===== src/common/mem_types_pkg.sv =====
package mem_types_pkg;

    // data and address width
    localparam int XLEN = 32;

    // ram depth in words
    localparam int RAM_WORDS = 256;

    // word index bits that actually select a ram row
    localparam int RAM_INDEX_BITS = $clog2(RAM_WORDS);

    // access size of a processor request
    typedef enum logic [1:0] {
        SIZE_B,  // byte
        SIZE_H,  // half word
        SIZE_W   // word
    } access_size_e;

    // fault kind returned with a memory response
    typedef enum logic {
        FAULT_NONE,
        FAULT_ACCESS  // address beyond the ram
    } fault_e;

endpackage


===== src/common/misalign_pkg.sv =====
package misalign_pkg;

    // bytes per word and byte offset width
    localparam int LANES       = 4;
    localparam int OFFSET_BITS = 2;

    // highest byte offset inside a word
    localparam logic [OFFSET_BITS-1:0] LAST_OFFSET = OFFSET_BITS'(LANES - 1);

    // sequencing states of the misalign controller
    typedef enum logic [3:0] {
        IDLE,
        LOAD_REQ,     // read of the low word
        LOAD_WAIT,
        LOAD_REQ2,    // read of the high word
        LOAD_WAIT2,
        MERGE,        // lane merge results are registered here
        LOAD_DONE,
        STORE_CHECK,
        STORE_REQ,
        STORE_WAIT,
        STORE_REQ2,
        STORE_WAIT2,
        FAULT
    } misalign_state_e;

endpackage


===== src/misalign/lane_merge.sv =====
module lane_merge (
    input  logic [misalign_pkg::OFFSET_BITS-1:0] lane_offset,
    input  mem_types_pkg::access_size_e          lane_size,
    input  logic [mem_types_pkg::XLEN-1:0]       lane_wdata,
    input  logic [mem_types_pkg::XLEN-1:0]       read_word1,
    input  logic [mem_types_pkg::XLEN-1:0]       read_word2,
    output logic [mem_types_pkg::XLEN-1:0]       store_word1,
    output logic [mem_types_pkg::XLEN-1:0]       store_word2,
    output logic [mem_types_pkg::XLEN-1:0]       load_word
);
    import mem_types_pkg::*;
    import misalign_pkg::*;

    logic [LANES-1:0]   size_mask;    // bytes of the access, unshifted
    logic [2*LANES-1:0] store_mask;   // bytes the store covers over both words
    logic [2*XLEN-1:0]  pair_rd;      // high word above low word
    logic [2*XLEN-1:0]  pair_wd;
    logic [2*XLEN-1:0]  pair_merged;
    logic [XLEN-1:0]    load_window;
    logic [4:0]         bit_shift;

    always_comb begin
        case (lane_size)
            SIZE_B:  size_mask = LANES'(1);
            SIZE_H:  size_mask = LANES'(3);
            default: size_mask = '1;
        endcase
    end

    assign bit_shift  = {lane_offset, 3'b000};
    assign store_mask = {{LANES{1'b0}}, size_mask} << lane_offset;

    // little endian, so byte 0 of the pair is byte 0 of the low word
    assign pair_rd = {read_word2, read_word1};
    assign pair_wd = {{XLEN{1'b0}}, lane_wdata} << bit_shift;

    // store side: new bytes where the mask is set, read bytes elsewhere
    always_comb begin
        for (int i = 0; i < 2 * LANES; i++) begin
            if (store_mask[i]) begin
                pair_merged[8*i +: 8] = pair_wd[8*i +: 8];
            end else begin
                pair_merged[8*i +: 8] = pair_rd[8*i +: 8];
            end
        end
    end

    assign store_word1 = pair_merged[XLEN-1:0];
    assign store_word2 = pair_merged[2*XLEN-1:XLEN];

    // load side: bytes from the offset upward, across the word boundary
    assign load_window = XLEN'(pair_rd >> bit_shift);

    always_comb begin
        for (int i = 0; i < LANES; i++) begin
            if (size_mask[i]) begin
                load_word[8*i +: 8] = load_window[8*i +: 8];
            end else begin
                load_word[8*i +: 8] = 8'h00;  // zero extension
            end
        end
    end

endmodule


===== config.mk =====
export PLATFORM = sky130hd
export DESIGN_NAME = lane_merge
export DESIGN_NICKNAME = d
export VERILOG_FILES = /design/src/common/mem_types_pkg.sv /design/src/common/misalign_pkg.sv /design/src/misalign/lane_merge.sv
export SDC_FILE = /design/constraint.sdc
export NUM_CORES = 1
export LEC_CHECK = 0
export ABC_AREA = 0
export BUFFER_PORTS_ARGS = -buffer_cell sky130_fd_sc_hd__buf_4
export CORE_MARGIN = 1.5
export CORE_UTILIZATION = 45
export DETAILED_ROUTE_END_ITERATION = 16
export GPL_TIMING_DRIVEN = 0
export PLACE_DENSITY_LB_ADDON = 0.25
export SLEW_MARGIN = 15
export SYNTH_ARGS = -nofsm -noshare
export SYNTH_HDL_FRONTEND = slang
export SYNTH_SLANG_ARGS = --single-unit

===== constraint.sdc =====
create_clock -name vclk -period 3.5
set_clock_uncertainty 0.15 [all_clocks]
set_input_delay 0.35 -clock vclk [all_inputs]
set_output_delay 0.35 -clock vclk [all_outputs]
set_load 0.03 [all_outputs]

==> flow_metrics.py <==
metrics = {
    "sta": {
        "rsz0062_at_grt": "false",
        "maxSlewViolCount": 0,
        "setup_viol": 0,
        "fmax_mhz": 409.1,
        "fin_crit_sh_pct": 69.84,
        "fin_setup_tns_ns": 0,
        "worst_pin_slew_ns": 0.8448,
        "period_needed_ns": 2.444,
        "relSlewSlack_pct": 43.47,
        "finalHoldViolCount": 0,
    },
    "pwr": {
        "p_leak_nw": 1.812,
        "ir_worst_vdd_v": 0.0001115,
        "cellPowerDensity_mw_per_mm2": 207.0,
    },
    "global_route": {
        "grt_max_degree": 11,
        "track_usage_pct": 35.47,
        "grt_pass1_wl_mm": 16.15,
        "gr-total-overflow": 0,
        "antenna_found_initial": 0,
        "grt_pass1_vias": 3036,
    },
    "floorplanning": {
        "start_util_pct": 47.07,
        "io-pin-count": 196,
        "die_h_um": 76.56,
        "die_w_um": 76.56,
        "core_area_sq_mm": 0.005172,
        "dieArea_sq_mm": 0.005861,
        "rows": 26,
    },
    "cells_and_area": {
        "mostFrequentLayoutCells": "buf_4 (197), mux2_2 (48), mux4_2 (40)",
        "n_clock_buffer": 0,
        "diodes": 0,
        "syn_to_final_growth_pct": 61.25,
        "nNetsFinal": 502,
        "final_common_cell": "buf_4",
        "fin_util_pct": 75.91,
        "nFillCells": 375,
        "layout-drive-gt1-share_pct": 78.50,
        "regArea_sq_um": 0,
        "seq_cells": 0,
        "multi_input_area_sq_mm": 0.002217,
    },
    "worst_setup_path": {
        "crit_start": "lane_offset[1]",
        "end_kind": "output pin",
        "slowest_stage": "nor2_2",
        "worstPathCellList": "buf_4 > buf_6 > buf_6 > nor2_2 > mux2_2 > buf_4",
        "crit_type": "input pin to output pin",
        "critical_path_arrival_ns": 1.94,
        "start_kind": "input pin",
        "path_max_fanout": 10,
        "required_ns": 3.00,
        "max_stage_delay_ns": 0.55,
        "endpoint": "store_word1[2]",
    },
    "yosys": {
        "syn_nets": 313,
        "synth_area_leaders": "mux4_2 (37%), mux2_2 (22%), mux2i_1 (6.6%)",
        "synth-seq-area-share_pct": 0,
        "yosysUniqueCellTypes": 27,
        "netlist_area_sq_mm": 0.002435,
        "synth_area_leader_cell": "mux4_2",
        "synth_warnings": 0,
        "syn_area_per_cell_sq_um": 11.43,
        "synthCells": 213,
        "synth.top_cell.area_share_pct": 37.00,
    },
    "routing": {
        "antenna_left": 0,
        "routed_wl_mm": 10.64,
        "drt_iter0_markers": 105,
        "routedWlPerCell_um": 22.65,
        "drc": 0,
        "vias": 2868,
        "first_pass_iters": 4,
        "vias_per_cell": 6.102,
    },
    "cts": {
        "cts_resized": 0,
        "cts-hold-fix-buffers": 0,
        "cts_setup_buffers": 0,
    },
    "run": {
        "maxCapViolCount": 0,
    },
    "outcome": {
        "outcome": "finished clean",
    },
    "place": {
        "gp_congestion": 0.8584,
        "port_buffers": 187,
        "dpl.hpwl_mm": 8.023,
    },
    "min_path": {
        "hold_path_class": "input pin to output pin",
    },
}
[synthesized netlist by cell type (all sizes together)]
library cell and instances:
mux2 56, mux4 40, buf 25, and2 17, mux2i 16, o2bb2ai 13, nor2 12, a21oi 10
nor2b 10, clkbuf 3, inv 2, a211oi 1, a21o 1, a22o 1, a22oi 1, nand2 1
nand3b 1, nor3 1, o21a 1, o21ai 1
[per-stage QoR]
step	std cells	cell area (sq um)	power (W)	worst slack, ns	hold slack [ns]
2_1_floorplan	213	2435	0.0004919	1.528	0.6817
3_3_place_gp	470	3926	0.0007965	1.093	0.7662
3_5_place_dp	470	3926	0.0008076	1.076	0.7669
4_1_cts	470	3926	0.0008095	1.071	0.7669
5_1_grt	470	3926	0.0008450	1.024	0.7695
6_report	470	3926	0.0008127	1.056	0.7661
[layout make-up]
type               count  area share [%]
inverters              2          0.1912
repair buffers       187           35.76
plain buffers         28           5.354
multi-input cells    183           56.47
well taps             70           2.231
[cell families after synthesis]
group / count (synthesis) / synth area share (%)
multiplexers: 112 / 70.71
AO/OA/AOI/OAI: 29 / 9.456
AND/OR/NAND/NOR: 42 / 10.89
buffers and inverters: 30 / 8.941
[layer usage]
metal	vias up	track usage, %	share of wire (%)
li1	1239	-	-
met1	1416	40.70	36
met2	194	65.36	52
met3	19	6.467	9.2
met4	0	12.78	2.2
met5	-	0	0
[critical path, delay by kind of cell]
family | cells | cell delay (ns)
buffers and inverters | 4 | 0.61
AND/OR/NAND/NOR | 1 | 0.55
multiplexers | 1 | 0.43
[worst min path at each step]
| stage | cells past startpoint | from | end |
|---|---|---|---|
| 6_report | 2 | read_word2[26] | store_word2[26] |
| 3_5_place_dp | 2 | read_word2[26] | store_word2[26] |
| 3_3_place_gp | 2 | read_word2[31] | store_word2[31] |
| 2_1_floorplan | 1 | read_word2[24] | store_word2[24] |
| 5_1_grt | 2 | read_word2[29] | store_word2[29] |
| 4_1_cts | 2 | read_word2[26] | store_word2[26] |
[power breakdown]
part           switching [W]  internal [W]
sequential                 0             0
combinational       0.000435      0.000378
clock                      0             0
No activity file was read; power rests on OpenSTA's default activity.
