### config.mk
export PLATFORM = sky130hd
export DESIGN_NAME = misalign_ctrl
export DESIGN_NICKNAME = d
export VERILOG_FILES = /design/src/common/mem_types_pkg.sv /design/src/common/misalign_pkg.sv /design/src/misalign/misalign_ctrl.sv
export SDC_FILE = /design/constraint.sdc
export NUM_CORES = 1
export LEC_CHECK = 0
export ABC_AREA = 1
export BUFFER_PORTS_ARGS = -buffer_cell sky130_fd_sc_hd__buf_4
export CAP_MARGIN = 20
export CORE_AREA = 5 5 155 157
export CTS_BUF_LIST = sky130_fd_sc_hd__clkbuf_8
export CTS_CLUSTER_SIZE = 20
export DETAILED_ROUTE_END_ITERATION = 8
export DIE_AREA = 0 0 160 162
export PLACE_DENSITY = 0.69
export SLEW_MARGIN = 30
export SYNTH_ARGS = -nofsm -noshare
export SYNTH_HDL_FRONTEND = slang
export SYNTH_SLANG_ARGS = --single-unit
### constraint.sdc
create_clock -name clk -period 7.2 [get_ports clk]
set_input_delay 1.08 -clock clk [delete_from_list [all_inputs] [get_ports clk]]
set_output_delay 1.08 -clock clk [all_outputs]
set_load 0.02 [all_outputs]
### src/common/mem_types_pkg.sv
package mem_types_pkg;

    // data and address width
    localparam int XLEN = 32;

    // ram depth in words
    localparam int RAM_WORDS = 256;

    // word index bits that actually select a ram row
    localparam int RAM_INDEX_BITS = $clog2(RAM_WORDS);

    // access size of a processor request
    typedef enum logic [1:0] {
        SIZE_B,  // byte
        SIZE_H,  // half word
        SIZE_W   // word
    } access_size_e;

    // fault kind returned with a memory response
    typedef enum logic {
        FAULT_NONE,
        FAULT_ACCESS  // address beyond the ram
    } fault_e;

endpackage

### src/common/misalign_pkg.sv
package misalign_pkg;

    // bytes per word and byte offset width
    localparam int LANES       = 4;
    localparam int OFFSET_BITS = 2;

    // highest byte offset inside a word
    localparam logic [OFFSET_BITS-1:0] LAST_OFFSET = OFFSET_BITS'(LANES - 1);

    // sequencing states of the misalign controller
    typedef enum logic [3:0] {
        IDLE,
        LOAD_REQ,     // read of the low word
        LOAD_WAIT,
        LOAD_REQ2,    // read of the high word
        LOAD_WAIT2,
        MERGE,        // lane merge results are registered here
        LOAD_DONE,
        STORE_CHECK,
        STORE_REQ,
        STORE_WAIT,
        STORE_REQ2,
        STORE_WAIT2,
        FAULT
    } misalign_state_e;

endpackage

### src/misalign/misalign_ctrl.sv
module misalign_ctrl (
    input  logic                                 clk,
    input  logic                                 reset,
    // processor side
    input  logic                                 dreq_valid,
    output logic                                 dreq_ready,
    input  logic [mem_types_pkg::XLEN-1:0]       dreq_addr,
    input  logic                                 dreq_wen,
    input  mem_types_pkg::access_size_e          dreq_size,
    input  logic [mem_types_pkg::XLEN-1:0]       dreq_wdata,
    output logic                                 dresp_valid,
    output logic                                 dresp_error,
    output mem_types_pkg::fault_e                dresp_fault,
    output logic [mem_types_pkg::XLEN-1:0]       dresp_rdata,
    // memory side
    output logic                                 mem_req_valid,
    input  logic                                 mem_req_ready,
    output logic [mem_types_pkg::XLEN-1:0]       mem_req_addr,
    output logic                                 mem_req_wen,
    output logic [mem_types_pkg::XLEN-1:0]       mem_req_wdata,
    input  logic                                 mem_resp_valid,
    input  logic                                 mem_resp_error,
    input  mem_types_pkg::fault_e                mem_resp_fault,
    input  logic [mem_types_pkg::XLEN-1:0]       mem_resp_rdata,
    // lane merge
    output logic [misalign_pkg::OFFSET_BITS-1:0] lane_offset,
    output mem_types_pkg::access_size_e          lane_size,
    output logic [mem_types_pkg::XLEN-1:0]       lane_wdata,
    output logic [mem_types_pkg::XLEN-1:0]       read_word1,
    output logic [mem_types_pkg::XLEN-1:0]       read_word2,
    input  logic [mem_types_pkg::XLEN-1:0]       store_word1,
    input  logic [mem_types_pkg::XLEN-1:0]       store_word2,
    input  logic [mem_types_pkg::XLEN-1:0]       load_word
);
    import mem_types_pkg::*;
    import misalign_pkg::*;

    misalign_state_e state;

    // registered request
    logic [XLEN-1:0]        req_addr;
    logic                   req_wen;
    access_size_e           req_size;
    logic [XLEN-1:0]        req_wdata;

    logic [OFFSET_BITS-1:0] req_offset;
    logic [XLEN-1:0]        word_addr;
    logic                   two_words;
    logic                   need_read;
    logic                   accept;

    // merge results and response capture
    logic [XLEN-1:0]        store_data1;
    logic [XLEN-1:0]        store_data2;
    logic [XLEN-1:0]        load_result;
    logic                   resp_error;
    fault_e                 resp_fault;

    assign accept     = dreq_valid && dreq_ready;
    assign req_offset = req_addr[OFFSET_BITS-1:0];
    assign word_addr  = {req_addr[XLEN-1:OFFSET_BITS], {OFFSET_BITS{1'b0}}};

    // crosses into the next word
    assign two_words = (req_size == SIZE_W && req_offset != '0) ||
                       (req_size == SIZE_H && req_offset == LAST_OFFSET);
    // only an aligned word store can write without reading first
    assign need_read = !(req_size == SIZE_W && req_offset == '0);

    assign dreq_ready = (state == IDLE);

    assign mem_req_valid = (state == LOAD_REQ) || (state == LOAD_REQ2) ||
                           (state == STORE_REQ) || (state == STORE_REQ2);
    assign mem_req_wen   = (state == STORE_REQ) || (state == STORE_REQ2);
    assign mem_req_addr  = (state == LOAD_REQ2 || state == STORE_REQ2) ?
                           word_addr + XLEN'(LANES) : word_addr;
    assign mem_req_wdata = (state == STORE_REQ2) ? store_data2 : store_data1;

    // store completion is signalled straight off the write response
    assign dresp_valid = (state == LOAD_DONE) || (state == FAULT) ||
                         (state == STORE_WAIT && mem_resp_valid && !mem_resp_error &&
                          !two_words) ||
                         (state == STORE_WAIT2 && mem_resp_valid && !mem_resp_error);
    assign dresp_error = resp_error;
    assign dresp_fault = resp_fault;
    assign dresp_rdata = load_result;

    assign lane_offset = req_offset;
    assign lane_size   = req_size;
    assign lane_wdata  = req_wdata;

    always_ff @(posedge clk) begin
        if (reset) begin
            state      <= IDLE;
            resp_error <= 1'b0;
            resp_fault <= FAULT_NONE;
        end else begin
            case (state)
                IDLE: begin
                    if (accept) begin
                        resp_error <= 1'b0;  // fresh status per access
                        resp_fault <= FAULT_NONE;
                        if (dreq_wen) begin
                            state <= STORE_CHECK;
                        end else begin
                            state <= LOAD_REQ;
                        end
                    end
                end
                STORE_CHECK: begin
                    if (need_read) begin
                        state <= LOAD_REQ;
                    end else begin
                        state <= MERGE;  // merge passes the whole word through
                    end
                end
                LOAD_REQ:   if (mem_req_ready) state <= LOAD_WAIT;
                LOAD_REQ2:  if (mem_req_ready) state <= LOAD_WAIT2;
                STORE_REQ:  if (mem_req_ready) state <= STORE_WAIT;
                STORE_REQ2: if (mem_req_ready) state <= STORE_WAIT2;
                LOAD_WAIT, LOAD_WAIT2, STORE_WAIT, STORE_WAIT2: begin
                    if (mem_resp_valid) begin
                        if (mem_resp_error) begin
                            resp_error <= 1'b1;
                            resp_fault <= mem_resp_fault;
                            state      <= FAULT;  // no further transfers
                        end else if (state == LOAD_WAIT && two_words) begin
                            state <= LOAD_REQ2;
                        end else if (state == LOAD_WAIT || state == LOAD_WAIT2) begin
                            state <= MERGE;
                        end else if (state == STORE_WAIT && two_words) begin
                            state <= STORE_REQ2;
                        end else begin
                            state <= IDLE;
                        end
                    end
                end
                MERGE: begin
                    if (req_wen) begin
                        state <= STORE_REQ;
                    end else begin
                        state <= LOAD_DONE;
                    end
                end
                LOAD_DONE: state <= IDLE;
                FAULT:     state <= IDLE;
                default:   state <= IDLE;
            endcase
        end
    end

    always_ff @(posedge clk) begin
        if (accept) begin
            req_addr  <= dreq_addr;
            req_wen   <= dreq_wen;
            req_size  <= dreq_size;
            req_wdata <= dreq_wdata;
        end
        if (state == LOAD_WAIT && mem_resp_valid) begin
            read_word1 <= mem_resp_rdata;
        end
        if (state == LOAD_WAIT2 && mem_resp_valid) begin
            read_word2 <= mem_resp_rdata;
        end
        if (state == MERGE) begin
            store_data1 <= store_word1;
            store_data2 <= store_word2;
            load_result <= load_word;
        end
    end

endmodule

==> impl_results.md <==
- Yosys warns: 0
- Initial Util: 39.2%
- Fin Setup TNS: 0 ps
- Starting DRT DRC Count: 430
- Area taken by multi-input logic gates: 0.00162 sq mm
- Synth Instances: 629
- Gr usage total: 18.9%
- Utilization after layout: 57.6%
- Hold Crit Depth: 2
- Root buf cell: clkbuf_8
- Overall Power: 4.05 mW
- Startpoint Class: flip-flop
- Hold buffers post-CTS: 0
- Post-CTS Setup Inserts: 0
- Synthesized area per cell: 13.9 sq um
- Share of cells above drive strength 1: 44.3%
- Clk buf depth: 3
- Measured slew at the worst slew-check pin: 901 ps
- Max-Cap Viols: 0
- Detail Placement HPWL: 19800 um
- Leak: 5.55 nW
- Via count: 6405
- Crit end category: primary output
- Worst IR Drop VDD: 0.000212 V
- Post-synth cell types: 28
- Vias in the first global route: 6792
- GPL Wtd Cong: 0.900
- Top cell type's share of synthesized area: 77.8%
- Highest Clock Rate: 257 MHz
- Final hold violation count: 0
- Global-route wire length before repair: 37500 um
- Vias/cell: 4.64
- Rows: 55
- Top post-synthesis cells by area: edfxtp_1, nand2_1, nor2_1
- Pin count of the biggest net entering global routing: 68
- Endpoints failing setup: 0
- Finished Layout Cells: 1380
- Outcome: finished, final reports clean
- Crit path max fanout: 35
- Worst hold path startpoint: dresp_fault
- Hold slack: 459 ps
- GRT overflow: 0
- Clk slew on worst S/H paths: 60 ps
- WL final: 25700 um
- Clock Skews: 21.1 ps
- I/O Buffers: 401
- Cts bufs inserted: 40
- Placed insts: 1307
- WL/cell: 18.6 um
- Die Ht: 162 um
- Clock latency on the worst-skew pair: 530 ps
- DRC errors left: 0
- Critical path class: reg2out
- # IOs: 404
- CTS sink cnt: 233
- Post-synth top area cell: edfxtp_1
- CP bufs+invs: 2
- Count leader, synth: edfxtp_1
- Crit path cell chain: nor2_2, nand2_4, clkinv_1, nand2_1, nand2_1, buf_4
- Hold WC Path Type: reg2reg
- Pins Over Slew Limit: 0
- Register area: 0.00694 sq mm
- Area added between synthesis and finish: 47.2%
- Fillcell total: 1861
- Largest delay contributor family on the critical path: buffers and inverters
- Post-CTS Resized: 0
- Antenna diodes: 0
- Die W: 160 um
- Nets: 1268
- Worst reg-to-reg setup slack: 4600 ps
- CP max stage cell: clkinv_1
- Ys async rst share: 0%
- CP required: 6120 ps
- Register bit total from synthesis: 233
- CTS tree: yes
- CORE AREA: 0.0224 sq mm
- RSZ-0062 raised after global routing: false
- RR Startpoint: state[0]
- Commonest register cell after synthesis: edfxtp_1
- Commonest cells post-synth: edfxtp_1, nand2_1, nor2_1, inv_1, nand3_1
- Hold Path End: dresp_fault
- Syn Std Cell Area: 0.00876 sq mm
- Sequential share of the synthesized area: 79.2%
- Die area: 0.0259 sq mm
- Worst r2r path cells: 3
- Number of iterations in the first detailed-routing pass: 5
- Period utilization: 54.0%
- Reg-to-reg endpoint: dresp_rdata[9]
- Htree depth: 2
- Fin crit period: 3880 ps
- Post-synth EDFFs: 227
- Most frequent CP cell: nand2_1
- Critical Path Max Stage Delay: 810 ps
- WP data arrival: 2800 ps
- Worst slew margin: 39.6%
- WP depth: 6
- PwrDens: 314 mW/mm^2
- Post-route ant nets: 0
- Initial antenna violation count: 0
## where the power goes
part	leakage [nW]	switching, mW	internal, mW
sequential	2.13	0.104	1.75
clock	0.454	0.521	0.607
combinational	2.97	0.678	0.393
## tightest hold or removal path: stages (launching register included)
cell and delay (ps):
dfxtp_1 310, nand2_1 60, a21oi_1 50
## sequential cells by signal (all words and copies together), names as in the netlist
name         count
read_word2      32
req_addr        32
lane_wdata      32
dresp_fault      1
req_wen          1
store_data1     32
lane_size        2
state            4
store_data2     32
dresp_error      1
read_word1      32
dresp_rdata     32
## logic make-up after synthesis
logic type | after synthesis | share of synthesized area (%)
XOR/XNOR | 21 | 2.10
adder cells (fa/ha/maj) | 1 | 0.143
flip-flops | 233 | 79.2
AO/OA/AOI/OAI | 15 | 0.886
AND/OR/NAND/NOR | 305 | 15.0
other | 1 | 0.0428
buffers and inverters | 53 | 2.61
## routing by layer
metal	share of wire, %	track usage, %	wire length, um
met5	0	0	0
met4	4.5	9.58	1160
met3	10	7.76	2600
met2	52	33.4	13300
met1	34	19.3	8670
## stage by stage
| stage | worst slack [ps] | cell area [sq um] |
|---|---|---|
| after floorplan | 1930 | 8760 |
| after global placement | 4160 | 12100 |
| after detailed placement | 4040 | 12100 |
| after CTS | 3450 | 12900 |
| after global routing | 3030 | 12900 |
| final | 3320 | 12900 |
## layout by cell type, fill, tap and decap left out, drive strengths merged
cell type / instances
a21oi: 7
and3: 1
buf: 405
bufinv: 2
clkbuf: 41
clkinv: 12
conb: 2
dfxtp: 6
edfxtp: 227
ha: 1
inv: 58
nand2: 215
nand3: 18
nand3b: 5
nand4: 5
nor2: 49
nor3: 12
o211ai: 1
o21ai: 7
xnor2: 6
xor2: 15
## worst max-delay path by stage
stage                         from                 to  slack (ps)
after floorplan           state[2]           state[1]        1930
final                     state[0]   mem_req_wdata[5]        3320
after detailed placement  state[1]   mem_req_wdata[5]        4040
after global placement    state[1]   mem_req_wdata[7]        4160
after global routing      state[0]  mem_req_wdata[27]        3030
after CTS                 state[1]   mem_req_wdata[5]        3450
## cell type report
cell class	instances	area share, %
Timing Repair Buffer	405	23.7
Tap cell	285	2.77
Inverter	41	1.19
Clock inverter	31	1.51
Multi-Input combinational cell	344	12.6
Sequential cell	233	53.8
Clock buffer	41	4.38
Note: power is estimated with default switching activity, not from simulation.
